File: src/normCorrPkg.sv
package normCorrPkg;

	localparam int SAMPLE_W = 16;
	localparam int ACC_W = 32;
	localparam int SHIFT_W = 4;	// Wide enough for every shift count used here

	localparam logic signed [ACC_W-1:0] ACC_MAX = 32'sh7fffffff;
	localparam logic signed [ACC_W-1:0] ACC_MIN = 32'sh80000000;
	localparam logic signed [ACC_W-1:0] ENERGY_LIMIT = 32'sd67108864;	// 2^26

	localparam logic [SHIFT_W-1:0] CONV_SHIFT = 4'd3;
	localparam logic [SHIFT_W-1:0] HFAC_UNSCALED = 4'd3;
	localparam logic [SHIFT_W-1:0] HFAC_SCALED = 4'd1;
	localparam logic [SHIFT_W-1:0] SCALE_SHIFT = 4'd2;

	// Host load targets
	localparam logic [1:0] LOAD_EXC = 2'd0;
	localparam logic [1:0] LOAD_H = 2'd1;
	localparam logic [1:0] LOAD_XN = 2'd2;

	typedef union packed {
		logic signed [ACC_W-1:0] whole;
		struct packed {
			logic [SAMPLE_W-1:0] hi;
			logic [SAMPLE_W-1:0] lo;
		} half;
	} accWord;

	typedef enum logic [2:0] {
		PH_IDLE,
		PH_CONVOLVE,
		PH_ENERGY,
		PH_CORRELATE,
		PH_UPDATE
	} phaseT;

	//////////////////////////////
	// Basic operators

	function automatic logic signed [SAMPLE_W-1:0] addSat(
		input logic signed [SAMPLE_W-1:0] a,
		input logic signed [SAMPLE_W-1:0] b
	);
		logic signed [SAMPLE_W:0] sum;
		sum = a + b;
		if (sum[SAMPLE_W] != sum[SAMPLE_W-1])
			return sum[SAMPLE_W] ? {1'b1, {(SAMPLE_W-1){1'b0}}} : {1'b0, {(SAMPLE_W-1){1'b1}}};
		return sum[SAMPLE_W-1:0];
	endfunction

	function automatic logic signed [ACC_W-1:0] lMult(
		input logic signed [SAMPLE_W-1:0] a,
		input logic signed [SAMPLE_W-1:0] b
	);
		logic signed [ACC_W-1:0] prod;
		prod = a * b;
		if (prod == 32'sh40000000)	// Only -32768 * -32768 lands here
			return ACC_MAX;
		return prod <<< 1;
	endfunction

	function automatic logic signed [ACC_W-1:0] lMac(
		input logic signed [ACC_W-1:0] acc,
		input logic signed [SAMPLE_W-1:0] a,
		input logic signed [SAMPLE_W-1:0] b
	);
		logic signed [ACC_W:0] sum;
		sum = acc + lMult(a, b);
		if (sum[ACC_W] != sum[ACC_W-1])
			return sum[ACC_W] ? ACC_MIN : ACC_MAX;
		return sum[ACC_W-1:0];
	endfunction

	function automatic logic signed [ACC_W-1:0] lShlSat(
		input logic signed [ACC_W-1:0] x,
		input logic [SHIFT_W-1:0] n
	);
		logic signed [ACC_W-1:0] r;
		r = x;
		for (int k = 0; k < (1 << SHIFT_W); k++)
		begin
			if (k < n)
			begin
				if (r > (ACC_MAX >>> 1))
					r = ACC_MAX;
				else if (r < (ACC_MIN >>> 1))
					r = ACC_MIN;
				else
					r = r <<< 1;
			end
		end
		return r;
	endfunction

	function automatic logic signed [SAMPLE_W-1:0] shrArith(
		input logic signed [SAMPLE_W-1:0] x,
		input logic [SHIFT_W-1:0] n
	);
		return x >>> n;
	endfunction

	function automatic logic signed [SAMPLE_W-1:0] extractH(input accWord w);
		return w.half.hi;
	endfunction

endpackage
File: src/convolver.sv
module convolver import normCorrPkg::*; #(
	parameter int SUBFR_LEN = 40,
	parameter int MAX_LAG = 143,
	localparam int EXC_AW = $clog2(MAX_LAG + SUBFR_LEN),
	localparam int SUB_AW = $clog2(SUBFR_LEN)
) (
	input logic clk,
	input logic reset,
	input logic convStart,
	input logic [EXC_AW-1:0] excIdx,
	output logic [EXC_AW-1:0] excAddr,
	output logic [SUB_AW-1:0] hAddr,
	output logic excfWrEn,
	output logic [SUB_AW-1:0] excfWrAddr,
	output logic signed [SAMPLE_W-1:0] excfWrData,
	input logic signed [SAMPLE_W-1:0] excData,
	input logic signed [SAMPLE_W-1:0] hData,
	output logic convDone
);

	localparam logic [SUB_AW-1:0] LAST = SUB_AW'(SUBFR_LEN - 1);

	logic running, vld, firstD, lastD;
	logic [SUB_AW-1:0] n, i, nD;
	accWord acc, accNext, shifted;

	assign excAddr = excIdx + EXC_AW'(i);
	assign hAddr = n - i;
	assign accNext.whole = lMac(firstD ? '0 : acc.whole, excData, hData);
	assign shifted.whole = lShlSat(accNext.whole, CONV_SHIFT);

	// Triangular loop, i runs 0..n for each output n
	always_ff @(posedge clk)
	begin
		if (reset)
		begin
			running <= 1'b0;
			vld <= 1'b0;
			n <= '0;
			i <= '0;
			excfWrEn <= 1'b0;
			convDone <= 1'b0;
		end
		else
		begin
			vld <= running;	// Data returns one cycle after the address
			excfWrEn <= vld && lastD;
			convDone <= vld && lastD && nD == LAST;
			if (convStart)
			begin
				running <= 1'b1;
				n <= '0;
				i <= '0;
			end
			else if (running)
			begin
				if (i == n)
				begin
					i <= '0;
					n <= n + 1'b1;
					if (n == LAST)
						running <= 1'b0;
				end
				else
					i <= i + 1'b1;
			end
		end
	end

	always_ff @(posedge clk)
	begin
		firstD <= (i == '0);
		lastD <= (i == n);
		nD <= n;
		if (vld)
			acc <= accNext;
		excfWrAddr <= nD;
		excfWrData <= extractH(shifted);
	end

endmodule

File: config.mk
export PLATFORM = sky130hd
export DESIGN_NAME = convolver
export DESIGN_NICKNAME = d
export VERILOG_FILES = /design/src/normCorrPkg.sv /design/src/convolver.sv
export SDC_FILE = /design/constraint.sdc
export NUM_CORES = 1
export LEC_CHECK = 0
export BUFFER_PORTS_ARGS = -buffer_cell sky130_fd_sc_hd__buf_2
export CELL_PAD_IN_SITES_DETAIL_PLACEMENT = 0
export CELL_PAD_IN_SITES_GLOBAL_PLACEMENT = 1
export CORE_MARGIN = 3
export CORE_UTILIZATION = 30
export DETAILED_ROUTE_END_ITERATION = 10
export GPL_TIMING_DRIVEN = 0
export PLACE_DENSITY = 0.64
export SETUP_SLACK_MARGIN = 0.1
export SLEW_MARGIN = 20
export SYNTH_ARGS = -nofsm -noshare
export SYNTH_HDL_FRONTEND = slang
export SYNTH_SLANG_ARGS = --single-unit
File: constraint.sdc
create_clock -name clk -period 15 [get_ports clk]
set_input_delay 3 -clock clk [delete_from_list [all_inputs] [get_ports clk]]
set_output_delay 3 -clock clk [all_outputs]
set_load 0.02 [all_outputs]
; Word level (Yosys, flattened, before mapping)
; Index checks and enable logic that the tools add are counted.
[word_totals]
ff_bits = 78
out_inout_bits = 38
elab_cells = 52
[classes]
addsub = 5
mul = 1
order_cmp = 6
eq_ne = 5
n_mux = 18
reduce_logical = 5
[op_table]
columns = operator, n
row1 = $mux W32, 11
row2 = $gt A32 B31 Y1 const B, 3
row3 = $lt A32 B31 Y1 const B, 3
row4 = $add A32 B32 Y33, 1
row5 = $eq A32 B32 Y1 const B, 1
row6 = $mul A16 B16 Y32, 1
row7 = $add A6 B1 Y6 const B, 2
row8 = $eq A6 B6 Y1 const B, 2
row9 = $add A8 B6 Y8, 1
row10 = $eq A6 B6 Y1, 1
row11 = $logic_not A6 Y1, 1
row12 = $mux W1, 6
row13 = $mux W6, 1
row14 = $sub A6 B6 Y6, 1
row15 = $logic_and A1 B1 Y1, 2
row16 = $reduce_and A2 Y1, 1
row17 = $reduce_or A2 Y1, 1
row18 = $ne A1 B1 Y1, 1

; Logic depth before layout (Yosys ltp)
; Gate-level depths: netlist of the first run.
[depth]
ltp_word = 16
ltp_mapped = 48
depth_no_buf = 42

; Worst setup path after synthesis of the first run
; OpenSTA, ideal clock, no wires.
[synth_timing]
kind = in2reg
start = in excData[15]
end = reg excfWrData[10]
t_arrival_ns = 12.749
path_slack_ns = 2.177
path_stages = 43
cell_sequence = clkbuf_1 > nand2_1 > fa_1 > inv_1 > fa_1 > fa_1 > fa_1 > fa_1 > inv_1 > fa_1 > inv_1 > ha_1 > a41o_1 > a21oi_1 > a21oi_1 > a211oi_2 > xor2_1 > nand3_1 > [... 7 more ...] > inv_1 > fa_1 > nand2b_1 > a21oi_1 > o21ai_0 > a21oi_1 > o21ai_0 > a211o_1 > nand2_1 > nand2_1 > ha_1 > clkbuf_1 > nor2b_1 > mux2i_1 > or2_2 > o311a_1 > clkbuf_1 > o21ai_0
[synth_between]
elab_chain_cells = 16
[synth_lines]
columns = element, line
row1 = "start, declared", convolver.sv:16  ; input logic signed [SAMPLE_W-1:0] excData,
row2 = $mul A16 B16 Y32 (*), normCorrPkg.sv:56  ; prod = a * b;
row3 = $eq A32 B32 Y1, normCorrPkg.sv:57  ; if (prod == 32'sh40000000)
row4 = $mux W1, normCorrPkg.sv:57
row5 = $mux W32 (*), normCorrPkg.sv:59  ; return prod <<< 1;
row6 = $add A32 B32 Y33 (*), normCorrPkg.sv:68  ; sum = acc + lMult(a, b);
row7 = $mux W32 / $ne A1 B1 Y1 (equally long branches), "normCorrPkg.sv:70, normCorrPkg.sv:69"
row8 = $mux W32 / $mux W1 (equally long branches), normCorrPkg.sv:69  ; if (sum[ACC_W] != sum[ACC_W-1])
row9 = $mux W32 (*), normCorrPkg.sv:71  ; return sum[ACC_W-1:0];
row10 = $lt A32 B31 Y1, normCorrPkg.sv:86  ; else if (r < (ACC_MIN >>> 1))
row11 = $mux W32, normCorrPkg.sv:86
row12 = $mux W32 (*), normCorrPkg.sv:84  ; if (r > (ACC_MAX >>> 1))
row13 = $lt A32 B31 Y1, normCorrPkg.sv:86
row14 = $mux W32, normCorrPkg.sv:86
row15 = $mux W32 (*), normCorrPkg.sv:84
row16 = $lt A32 B31 Y1, normCorrPkg.sv:86
row17 = $mux W32, normCorrPkg.sv:86
row18 = "end signal, assigned", convolver.sv:78  ; excfWrData <= extractH(shifted);
row19 = "end, declared", convolver.sv:15  ; output logic signed [SAMPLE_W-1:0] excfWrData,
; Every way passes the cells marked *; elsewhere a longest branch is shown, timed or not. The select of a mux whose other input is x is not followed.
; A chain may end at the register's enable or synchronous reset.

==> results.md, run 1 <==
- The run finished with clean final reports.
- The share of async-settable or async-resettable flops after synthesis is 0.
- 81 I/O pins were placed.
- The tightest hold path in the finished design has a slack of 0.3416 ns.
- The TritonCTS clock tree is yes.
- The total wire length after detailed routing is 40380 µm.
- STA puts the critical path data arrival time at 14.15 ns.
- Headroom to the max-slew limit came out at 0.4177.
- The cell with the most instances on the worst path is sky130_fd_sc_hd__fa_1.
- The instance count of the mapped netlist is 1747.
- Setup repair after global routing left no endpoint under its margin.
- The smallest clock period supported by the final layout is computed as 14.06 ns.
- The critical path is of the input pin to flip-flop type.
- For this run, the leading register cell type out of synthesis is sky130_fd_sc_hd__dfxtp_1.
- The violation count after the first detailed-route iteration is 721.
- In this run, distinct cell masters in the synthesized netlist total 66.
- For this run, design rule violations remaining after detail routing come to 0.
- The maximum clock frequency is 0.07112 GHz.
- The maximum number of pins on one net before global-route repair is 20.
- A synthesized cell averages 8.824 µm².
- The number of maximum-capacitance violations is 0.
- The most common cell in the netlist is sky130_fd_sc_hd__inv_1.
- Clock skew on the completed layout was measured at 0.01117 ns.
- The number of slew-limit violations in the final report is 0.
- The synthesized netlist net count is 2184.
- The layout has 5386 filler cells.
- The total routing resource utilization after global routing is 0.1558.
- In the final layout, the share of cells above drive strength 1 is 0.07484.
- The data required time of the critical path is 15.09 ns.
- For this block, wires on met1 add up to 19840 µm.
- The region available for standard cell placement spans 50480 µm².
- The HPWL after detailed placement is 34510 µm.
- The clock transition time at the flip-flop clock pins of the worst setup and hold paths is 0.07 ns.
- The tree is rooted in a sky130_fd_sc_hd__clkbuf_16.
- The number of failing hold endpoints at the final stage was 0.
- Port buffering added 80 buffers.
- The total buffers and inverters traversed by the critical path is 12.
- The routed length on met2 is 18000 µm.
- The die boundary width is 232.7 µm.
- Setup violations remaining at the end of the flow were counted as 0.
- During synthesis, Yosys emitted a total of 0 warnings.
- Row generation in the floorplan step produced 82 rows.
- Dividing the final minimum period by the clock period gives 0.9374.
- Sorting the synthesized cells by area gives the leading types as sky130_fd_sc_hd__fa_1 34%, sky130_fd_sc_hd__ha_1 10%, sky130_fd_sc_hd__inv_1 8.6%, sky130_fd_sc_hd__edfxtp_1 6.2%, sky130_fd_sc_hd__dfxtp_1 6.0%.
- The latest clock arrival within the worst-skew pair is 0.34 ns.
- The die area is 54140 µm².
- STA classifies the critical path endpoint as a flip-flop.
- In the routed layout, each cell is associated on average with a via count of 4.657.
- The commonest cells after synthesis are 355 x sky130_fd_sc_hd__inv_1, 265 x sky130_fd_sc_hd__fa_1, 178 x sky130_fd_sc_hd__nand2_1.
- The total number of vias is 11716.
- The number of nets in the layout is 2276.
- The starting utilization of the core area is 0.3054.
- The share of the synthesized area in the top cell type is 0.3442.
- The routability-driven placement congestion ratio is 0.8561.
- The number of antenna violations at the first check in global routing is 0.
- In the final routed layout, each cell accounts on average for 16.05 µm.
- The count of antenna-violating nets left after detailed routing is 0.
- Global routing finished with a remaining overflow of 0.
- In this run the top signal layer used is met4.
- The sequential-to-total area share from yosys stat is 0.1221.
- In this run the worst path has a maximum fanout of 10.
- For this run, the detailed router's first-pass iteration total came to 5.
- The synthesis-to-finish area growth is 10.73%.
- The transition at the pin with the smallest max-transition slack is 0.8621 ns.
- The number of clock sinks is 78.
- The combined area of all synthesized cells is 15410 µm².
- The antenna cell count is 0.
- The die is 232.7 µm tall.
- The buffer depth of the longest clock path is 2.
- The H-tree depth is 3.
- The worst setup path is launched from an input pin.
- The number of global-route vias before repair is 12471.
- The library cell occupying the most area in the post-synthesis netlist is sky130_fd_sc_hd__fa_1.
- The number of flops mapped to enable cells by yosys is 32.
- The met3 wirelength from detailed routing is 1839 µm.
- After synthesis the netlist holds a flip-flop and latch count of 78.
- The first global-routing pass estimated 67630 µm of wire.
- The maximum cell stage delay along the critical path is 0.57 ns.
- Clock tree synthesis inserted a total of 9 buffers.
- The kind of cell adding the most delay to the critical path is adder cells.
- The min-delay analysis places its worst path in the category flip-flop to flip-flop.
- The slowest stage of the critical path belongs to the cell sky130_fd_sc_hd__fa_1.
## timing repair
| action | 4_1_cts | 5_1_grt |
|---|---|---|
| endpoints found under the setup margin | 14 | 43 |
| pin swaps | 0 | 1 |
| hold buffers | 0 | 0 |
| resized for setup | 1 | 51 |
| setup buffers | 0 | 2 |
| hold endpoints to repair | 0 | 0 |
| gates cloned | 0 | 0 |
## area by class of cell
cell class	instances	area, µm²	share of cell area
Tap cell	672	840.8	0.04926
Timing Repair Buffer	83	442.9	0.02595
Inverter	355	1333	0.07807
Clock inverter	6	95.09	0.005571
Clock buffer	10	239.0	0.01400
Multi-Input combinational cell	1249	11960	0.7005
Buffer	63	279.0	0.01635
Sequential cell	78	1883	0.1103
## flip-flops by register name (all words and copies together), names as in the netlist
register and flops:
firstD 1, excfWrData 16, nD 6, excfWrEn 1
convDone 1, n 6, acc 32, vld 1
excfWrAddr 6, running 1, lastD 1, i 6
## layer usage
layer,track usage,vias to the layer above
met5,0,-
met4,0.03368,0
met1,0.2284,5790
li1,-,5636
met3,0.01775,35
met2,0.2469,255
## cell usage in the layout, fill, tap and decap left out, drive strengths merged, types with 11 or more instances in the layout
| master | n |
|---|---|
| nand3 | 19 |
| clkbuf | 70 |
| o21a | 18 |
| xor2 | 34 |
| inv | 355 |
| buf | 86 |
| nand2 | 178 |
| a21o | 26 |
| dfxtp | 46 |
| and2 | 127 |
| o21bai | 11 |
| fa | 265 |
| nor3 | 13 |
| nand4 | 14 |
| nand2b | 26 |
| xnor2 | 51 |
| nor2b | 46 |
| edfxtp | 32 |
| ha | 129 |
| a21oi | 56 |
| nor2 | 69 |
| o21ai | 64 |
## cell families after synthesis
| group | share of synthesized area |
|---|---|
| flip-flops | 0.1221 |
| AND/OR/NAND/NOR | 0.1727 |
| XOR/XNOR | 0.04830 |
| AO/OA/AOI/OAI | 0.1031 |
| buffers and inverters | 0.1030 |
| adder cells (fa/ha/maj) | 0.4489 |
| multiplexers | 0.001948 |
## through the flow
step             util  cell area, µm²  TNS, ns  std cells  worst slack (ns)
2_1_floorplan       -           15410        0       1747             2.177
3_3_place_gp   0.3300           16660   -2.931       2499           -0.1761
3_5_place_dp   0.3305           16680   -4.574       2500           -0.2409
4_1_cts        0.3372           17020        0       2516            0.1236
5_1_grt        0.3381           17070        0       2516            0.1915
6_report       0.3381           17070        0       2516            0.9397
## final timing paths
kind | startpoint | to | slack, ns | cells after the start
max | hData[15] | acc[23] | 0.94 | 43
min | nD[3] | excfWrAddr[3] | 0.34 | 0
max reg2reg | firstD | acc[23] | 9.88 | 17
min reg2reg | nD[3] | excfWrAddr[3] | 0.34 | 0
Power of run 1 is not shown: default switching activity piles up to over one toggle a cycle in this logic, so the estimate is an artifact.
==> run 2: changes to the inputs <==
- HOLD_SLACK_MARGIN: unset -> 0.12
- PLACE_DENSITY: 0.64 -> 0.58
==> run 2 against run 1 <==
Effect of this change:
- wire length is 4.7% higher
- first-iteration DRC count is 21% lower
- core utilization fell by 0.12 points
- hold slack about the same
- non-clock buffer count fell by 3
==> results.md, run 2 (same netlist as run 1, synthesis figures left out) <==
- The run finished with clean final reports.
- The worst setup path is captured at a flip-flop.
- The number of slew-limit violations in the final report was 0.
- The total routing resource utilization after global routing is 0.1620.
- For this design, the sink count on the clock tree is 78.
- On the final layout, the worst clock skew is 0.01093 ns.
- Clock tree synthesis inserted a total of 9 buffers.
- In this run the tool buffered the top-level ports with 80 buffer cells.
- Excluding fillers, the count of instances in the completed layout stands at 2513.
- For the pin with the worst max-slew slack, the measured transition is 0.9397 ns.
- Clock-pin slew was measured on the worst setup and hold paths at 0.06 ns.
- The count of antenna-violating nets left after detailed routing is 0.
- The die area is 54140 µm².
- The largest registers in the layout are acc x32, excfWrData x16.
- The first global-routing pass estimated 69650 µm of wire.
- The TritonCTS clock tree is yes.
- After detailed placement, the design holds a cell count of 2500.
- The worst pin sits at a relative slew slack of 0.3654.
- The number of global-route vias before repair came to 12250.
- The H-tree depth is 3.
- The data arrival time of the critical path is 14.35 ns.
- Setup repair after global routing left no endpoint under its margin.
- The cell with the largest stage delay on the worst path is sky130_fd_sc_hd__fa_1.
- More flip-flops sit in one register than any other, and that register is acc.
- The site row count is 82.
- The buffer depth of the longest clock path is 2.
- For the worst-skew pair, the clock arrives at the later sink with an insertion delay of 0.33 ns.
- The commonest non-fill, non-tap cell in the layout is sky130_fd_sc_hd__inv_1.
- The sequential cell area is 1883 µm².
- The number of nets in the layout is 2273.
- For this configuration, the core starts out at a cell density of 0.3054.
- The antenna cell count is 0.
- The maximum cell stage delay along the critical path is 0.58 ns.
- Leaving out fill and tap cells, the most frequent cells in the layout are 355 x sky130_fd_sc_hd__inv_1, 264 x sky130_fd_sc_hd__fa_1, 178 x sky130_fd_sc_hd__nand2_1, 129 x sky130_fd_sc_hd__ha_1, 127 x sky130_fd_sc_hd__and2_1.
- In the final layout, the share of cells above drive strength 1 is 0.06898.
- The number of antenna violations at the first check in global routing is 0.
- The routed length per placed instance is 16.82 µm.
- The path type of the worst setup path is input pin to flip-flop.
- Derived from the worst setup path, the maximum achievable clock frequency is 0.07093 GHz.
- Once layout is complete, the utilization of the core stands at 0.3370.
- The startpoint class of the critical path is an input pin.
- The register with the most flip-flops in the layout has 32 of them.
- The y dimension of the die is 232.7 µm.
- The kind of path behind the tightest hold check is flip-flop to flip-flop.
- The post-route worst hold slack is 0.3419 ns.
- For this run, the detailed router's first-pass iteration total came to 5.
- Once detailed placement completed, the half-perimeter wirelength came to 36350 µm.
- Setup violations remaining at the end of the flow were counted as 0.
- The violation count after the first detailed-route iteration is 570.
- The total number of vias is 11643.
- The number of maximum-capacitance violations is 0.
- The final worst-path cycle share is 0.9399.
- The minimum clock period is 14.10 ns.
- For this design, the CTS-stage hold fixing added 0 buffers.
- The data required time of the critical path is 15.25 ns.
- Routability-driven placement finished with a final weighted congestion of 0.8399.
- Clock tree synthesis selected as its root buffer the cell sky130_fd_sc_hd__clkbuf_16.
- The maximum number of pins on one net before global-route repair is 20.
- Of all nets on the critical path, the largest fanout is 10.
- The count of fill cells added during filler insertion is 5408.
- In the final layout, the multi-input gates occupy 11960 µm².
- In this run the count of I/O pins placed on the die edge is 81.
- The die boundary width is 232.7 µm.
- In this run the standard cell core region covers 50480 µm².
- The total wire length after detailed routing is 42270 µm.
- For this run the aggregate overflow at the end of global routing stands at 0.
- The residual DRC count is 0.
- The number of vias per cell is 4.633.
- In this design, the critical path's most frequently occurring cell is sky130_fd_sc_hd__fa_1.
- The synthesis-to-finish area growth is 10.35%.
- The number of failing hold endpoints at the final stage is 0.
-- run 2: cell types whose count changed in the layout (fill, tap and decap cells not counted), moves of 2 or more --
cell                       delta
sky130_fd_sc_hd__clkbuf_2    -11
sky130_fd_sc_hd__clkbuf_1     +9
sky130_fd_sc_hd__inv_6        +2
sky130_fd_sc_hd__clkinv_4     -3
-- run 2: cell type report --
| type | count | share of cell area |
|---|---|---|
| repair buffers | 82 | 0.02560 |
| inverters | 355 | 0.07834 |
| multi-input cells | 1249 | 0.7031 |
| flip-flops and latches | 78 | 0.1107 |
| well taps | 672 | 0.04943 |
| clock buffers | 10 | 0.01346 |
| clock inverters | 6 | 0.004119 |
| plain buffers | 61 | 0.01523 |
-- run 2: through the flow --
stage          TNS (ns)  setup slack (ns)  cell area (µm²)
2_1_floorplan         0             2.177            15410
3_3_place_gp     -12.10           -0.4576            16660
3_5_place_dp     -9.726           -0.4458            16680
4_1_cts               0            0.1042            16990
5_1_grt               0            0.1231            17010
6_report              0            0.9010            17010
-- run 2: repair_timing --
item | CTS | global route
resized for setup | 9 | 19
endpoints found under the setup margin | 18 | 46
buffers inserted | 0 | 1
pin swaps | 0 | 1
-- run 2: metal layers --
metal / routed length (µm) / up-vias / global-route usage
met4: 479 / 0 / 0.02598
met1: 21210 / 5760 / 0.2431
li1: - / 5638 / -
met5: 0 / - / 0
met3: 1362 / 31 / 0.01469
met2: 19210 / 214 / 0.2568
-- run 2: final timing paths --
kind	from	endpoint	slack (ns)	cells after the start
max	excData[4]	excfWrData[13]	0.90	42
min	nD[1]	excfWrAddr[1]	0.34	0
max reg2reg	firstD	excfWrData[13]	9.84	18
min reg2reg	nD[1]	excfWrAddr[1]	0.34	0
-- run 2: critical path: cells and delay by family --
kind | cells | cell delay (ns)
adder cells (fa/ha/maj) | 10 | 4.42
AO/OA/AOI/OAI | 11 | 2.73
AND/OR/NAND/NOR | 10 | 2.17
buffers and inverters | 9 | 1.65
XOR/XNOR | 1 | 0.18
multiplexers | 1 | 0.14
Power of run 2 is left out for the same reason.
==> run 3: changes to the inputs <==
- BUFFER_PORTS_ARGS: -buffer_cell sky130_fd_sc_hd__buf_2 -> unset
- DONT_BUFFER_PORTS: unset -> 1
- PLACE_DENSITY: 0.58 -> 0.56
- TNS_END_PERCENT: unset -> 1
==> run 3 against run 2 <==
Effect of this change:
- first-iteration DRC count is 4.4% lower
- final area decreased by 2.0%
- highest routed layer unchanged
- via count fell by 2.4%
- non-clock buffer count fell by 78
- die area unchanged
- sequential cell count did not move
- critical path type unchanged
- core utilization down 0.69 points
- global-route usage up 0.41 points
==> results.md, run 3 (same netlist as run 1, synthesis figures left out) <==
- Clock latency on the worst-skew pair, taken at its later pin, is 0.34 ns.
- Setup violations remaining at the end of the flow were counted as 0.
- For this block, the via count after detailed routing is 11368.
- In the detailed route, the total length drawn on met2 is 19590 µm.
- The commonest non-fill, non-tap cell in the layout is sky130_fd_sc_hd__inv_1.
- The antenna cell count is 0.
- Buffers placed on the I/O ports in this run total 0.
- In the routed layout, each cell is associated on average with a via count of 4.669.
- The floorplan step defined a core boundary enclosing 50480 µm².
- The site row count is 82.
- For the worst setup path, the data required time is 15.21 ns.
- The maximum number of pins on one net before global-route repair is 19.
- The top routing layer in use is met4.
- In the final layout, the share of cells above drive strength 1 is 0.02779.
- The y dimension of the die is 232.7 µm.
- Setup repair after global routing left no endpoint under its margin.
- The largest registers in the layout are acc x32, excfWrData x16.
- The routability-driven placement congestion ratio is 0.8399.
- In this run the deepest clock path goes through 2 buffers.
- Headroom to the max-slew limit came out at 0.3265.
- The placed cell area is 16280 µm².
- The largest single stage delay on the critical path is 0.59 ns.
- The synthesis-to-finish area growth is 8.101%.
- The maximum clock frequency is 0.07167 GHz.
- STA classifies the critical path endpoint as a flip-flop.
- The detail route stage leaves a number of antenna-violating nets equal to 0.
- In this run, the number of DRC markers left after iteration 0 of detailed routing was 545.
- The flow ran to the end, and the final reports show no timing, DRC or antenna violations.
- The data arrival time of the critical path is 14.16 ns.
- At the pin with the least slew margin, the transition time is 0.9972 ns.
- The number of hold buffers added after CTS was 0.
- The residual DRC count is 0.
- The total overflow left after global routing is 0.
- The number of slew-limit violations in the final report is 0.
- Counting I/O delays and the setup requirement, the final critical path takes 13.95 ns.
- The setup clock skew after layout is 0.008433 ns.
- The register with the highest flop count is acc.
- The final non-filler cell area is 16660 µm².
- The total routed wire length on the met1 layer is 21300 µm.
- The peak fanout along the critical path is 10.
- The number of antenna violations at the first check in global routing is 0.
- The number of clock sinks is 78.
- CTS built an H-tree with a depth of 3.
- The clock transition time at the flip-flop clock pins of the worst setup and hold paths is 0.06 ns.
- The number of global-route vias before repair is 12249.
- The first global-routing pass estimated 70700 µm of wire.
- The total I/O pin count is 81.
- The die area is 54140 µm².
- In the layout the commonest cells are 355 x sky130_fd_sc_hd__inv_1, 264 x sky130_fd_sc_hd__fa_1, 178 x sky130_fd_sc_hd__nand2_1, 129 x sky130_fd_sc_hd__ha_1, 127 x sky130_fd_sc_hd__and2_1.
- The first-pass iteration count of the detailed router is 5.
- The die is 232.7 µm wide.
- The final worst-path cycle share is 0.9302.
- The number of nets in the layout is 2195.
- The register with the most flip-flops in the layout has 32 of them.
- The worst setup path is of the input pin to flip-flop kind.
- The worst hold path belongs to the class flip-flop to flip-flop.
- Across all hold checks on the routed design, the worst slack comes to 0.3498 ns.
- The CTS buffer count is 9.
- In the final routed layout, each cell accounts on average for 17.54 µm.
- The TritonCTS clock tree is yes.
- The number of failing hold endpoints at the final stage is 0.
- The number of maximum-capacitance violations is 0.
- The startpoint class of the critical path is an input pin.
- On the critical path, the stage with the largest delay is an instance of sky130_fd_sc_hd__fa_1.
- For this configuration, the core starts out at a cell density of 0.3054.
- The buffer type at the clock tree root is sky130_fd_sc_hd__clkbuf_16.
- Wire segments on met3 add up to 1259 µm in the final route.
- For this run, the total global-route usage over all layers was measured as 0.1661.
- The total wire length after detailed routing is 42710 µm.
- The wire-length estimate of the detail-placed layout is 36620 µm.
==> run 3: per-stage QoR <==
step           instances    util  worst slack, ns  TNS [ns]
2_1_floorplan       1747       -            2.177         0
3_3_place_gp        2419  0.3220          -0.3278    -4.239
3_5_place_dp        2420  0.3226          -0.3249    -3.849
4_1_cts             2436  0.3292           0.1138         0
5_1_grt             2435  0.3301           0.2300         0
6_report            2435  0.3301            1.047         0
==> run 3: worst max-delay path, delay by kind of cell <==
kind / cells / cell delay (ns)
AND/OR/NAND/NOR: 9 / 1.85
XOR/XNOR: 1 / 0.18
buffers and inverters: 12 / 1.75
AO/OA/AOI/OAI: 11 / 2.52
multiplexers: 1 / 0.34
adder cells (fa/ha/maj): 10 / 4.49
==> run 3: worst paths after layout <==
| kind | cells past startpoint | slack, ns | from | end |
|---|---|---|---|---|
| worst max register to register | 17 | 9.88 | firstD | excfWrData[11] |
| worst max-delay path | 44 | 1.05 | hData[9] | excfWrData[11] |
| worst min-delay path | 0 | 0.35 | nD[0] | excfWrAddr[0] |
| worst min register to register | 0 | 0.35 | nD[0] | excfWrAddr[0] |
==> run 3: final cells by class <==
| type | instances | area [µm²] |
|---|---|---|
| plain buffers | 63 | 267.8 |
| clock buffers | 11 | 254.0 |
| clock inverters | 5 | 78.83 |
| fillers | 5431 | 33810 |
| inverters | 355 | 1333 |
| multi-input cells | 1249 | 11970 |
| flip-flops and latches | 78 | 1883 |
| well taps | 672 | 840.8 |
| repair buffers | 2 | 35.03 |
==> run 3: routing by layer <==
layer  up-vias  GRT usage
li1       5479          -
met1      5703     0.2476
met2       162     0.2644
met3        24    0.01530
met4         0    0.02848
met5         -          0
==> run 3: repair_timing <==
action	4_1_cts	5_1_grt
buffers inserted	0	1
setup endpoints to repair	10	42
resized for setup	1	37
pin swaps	0	1
Power of run 3 is left out for the same reason.
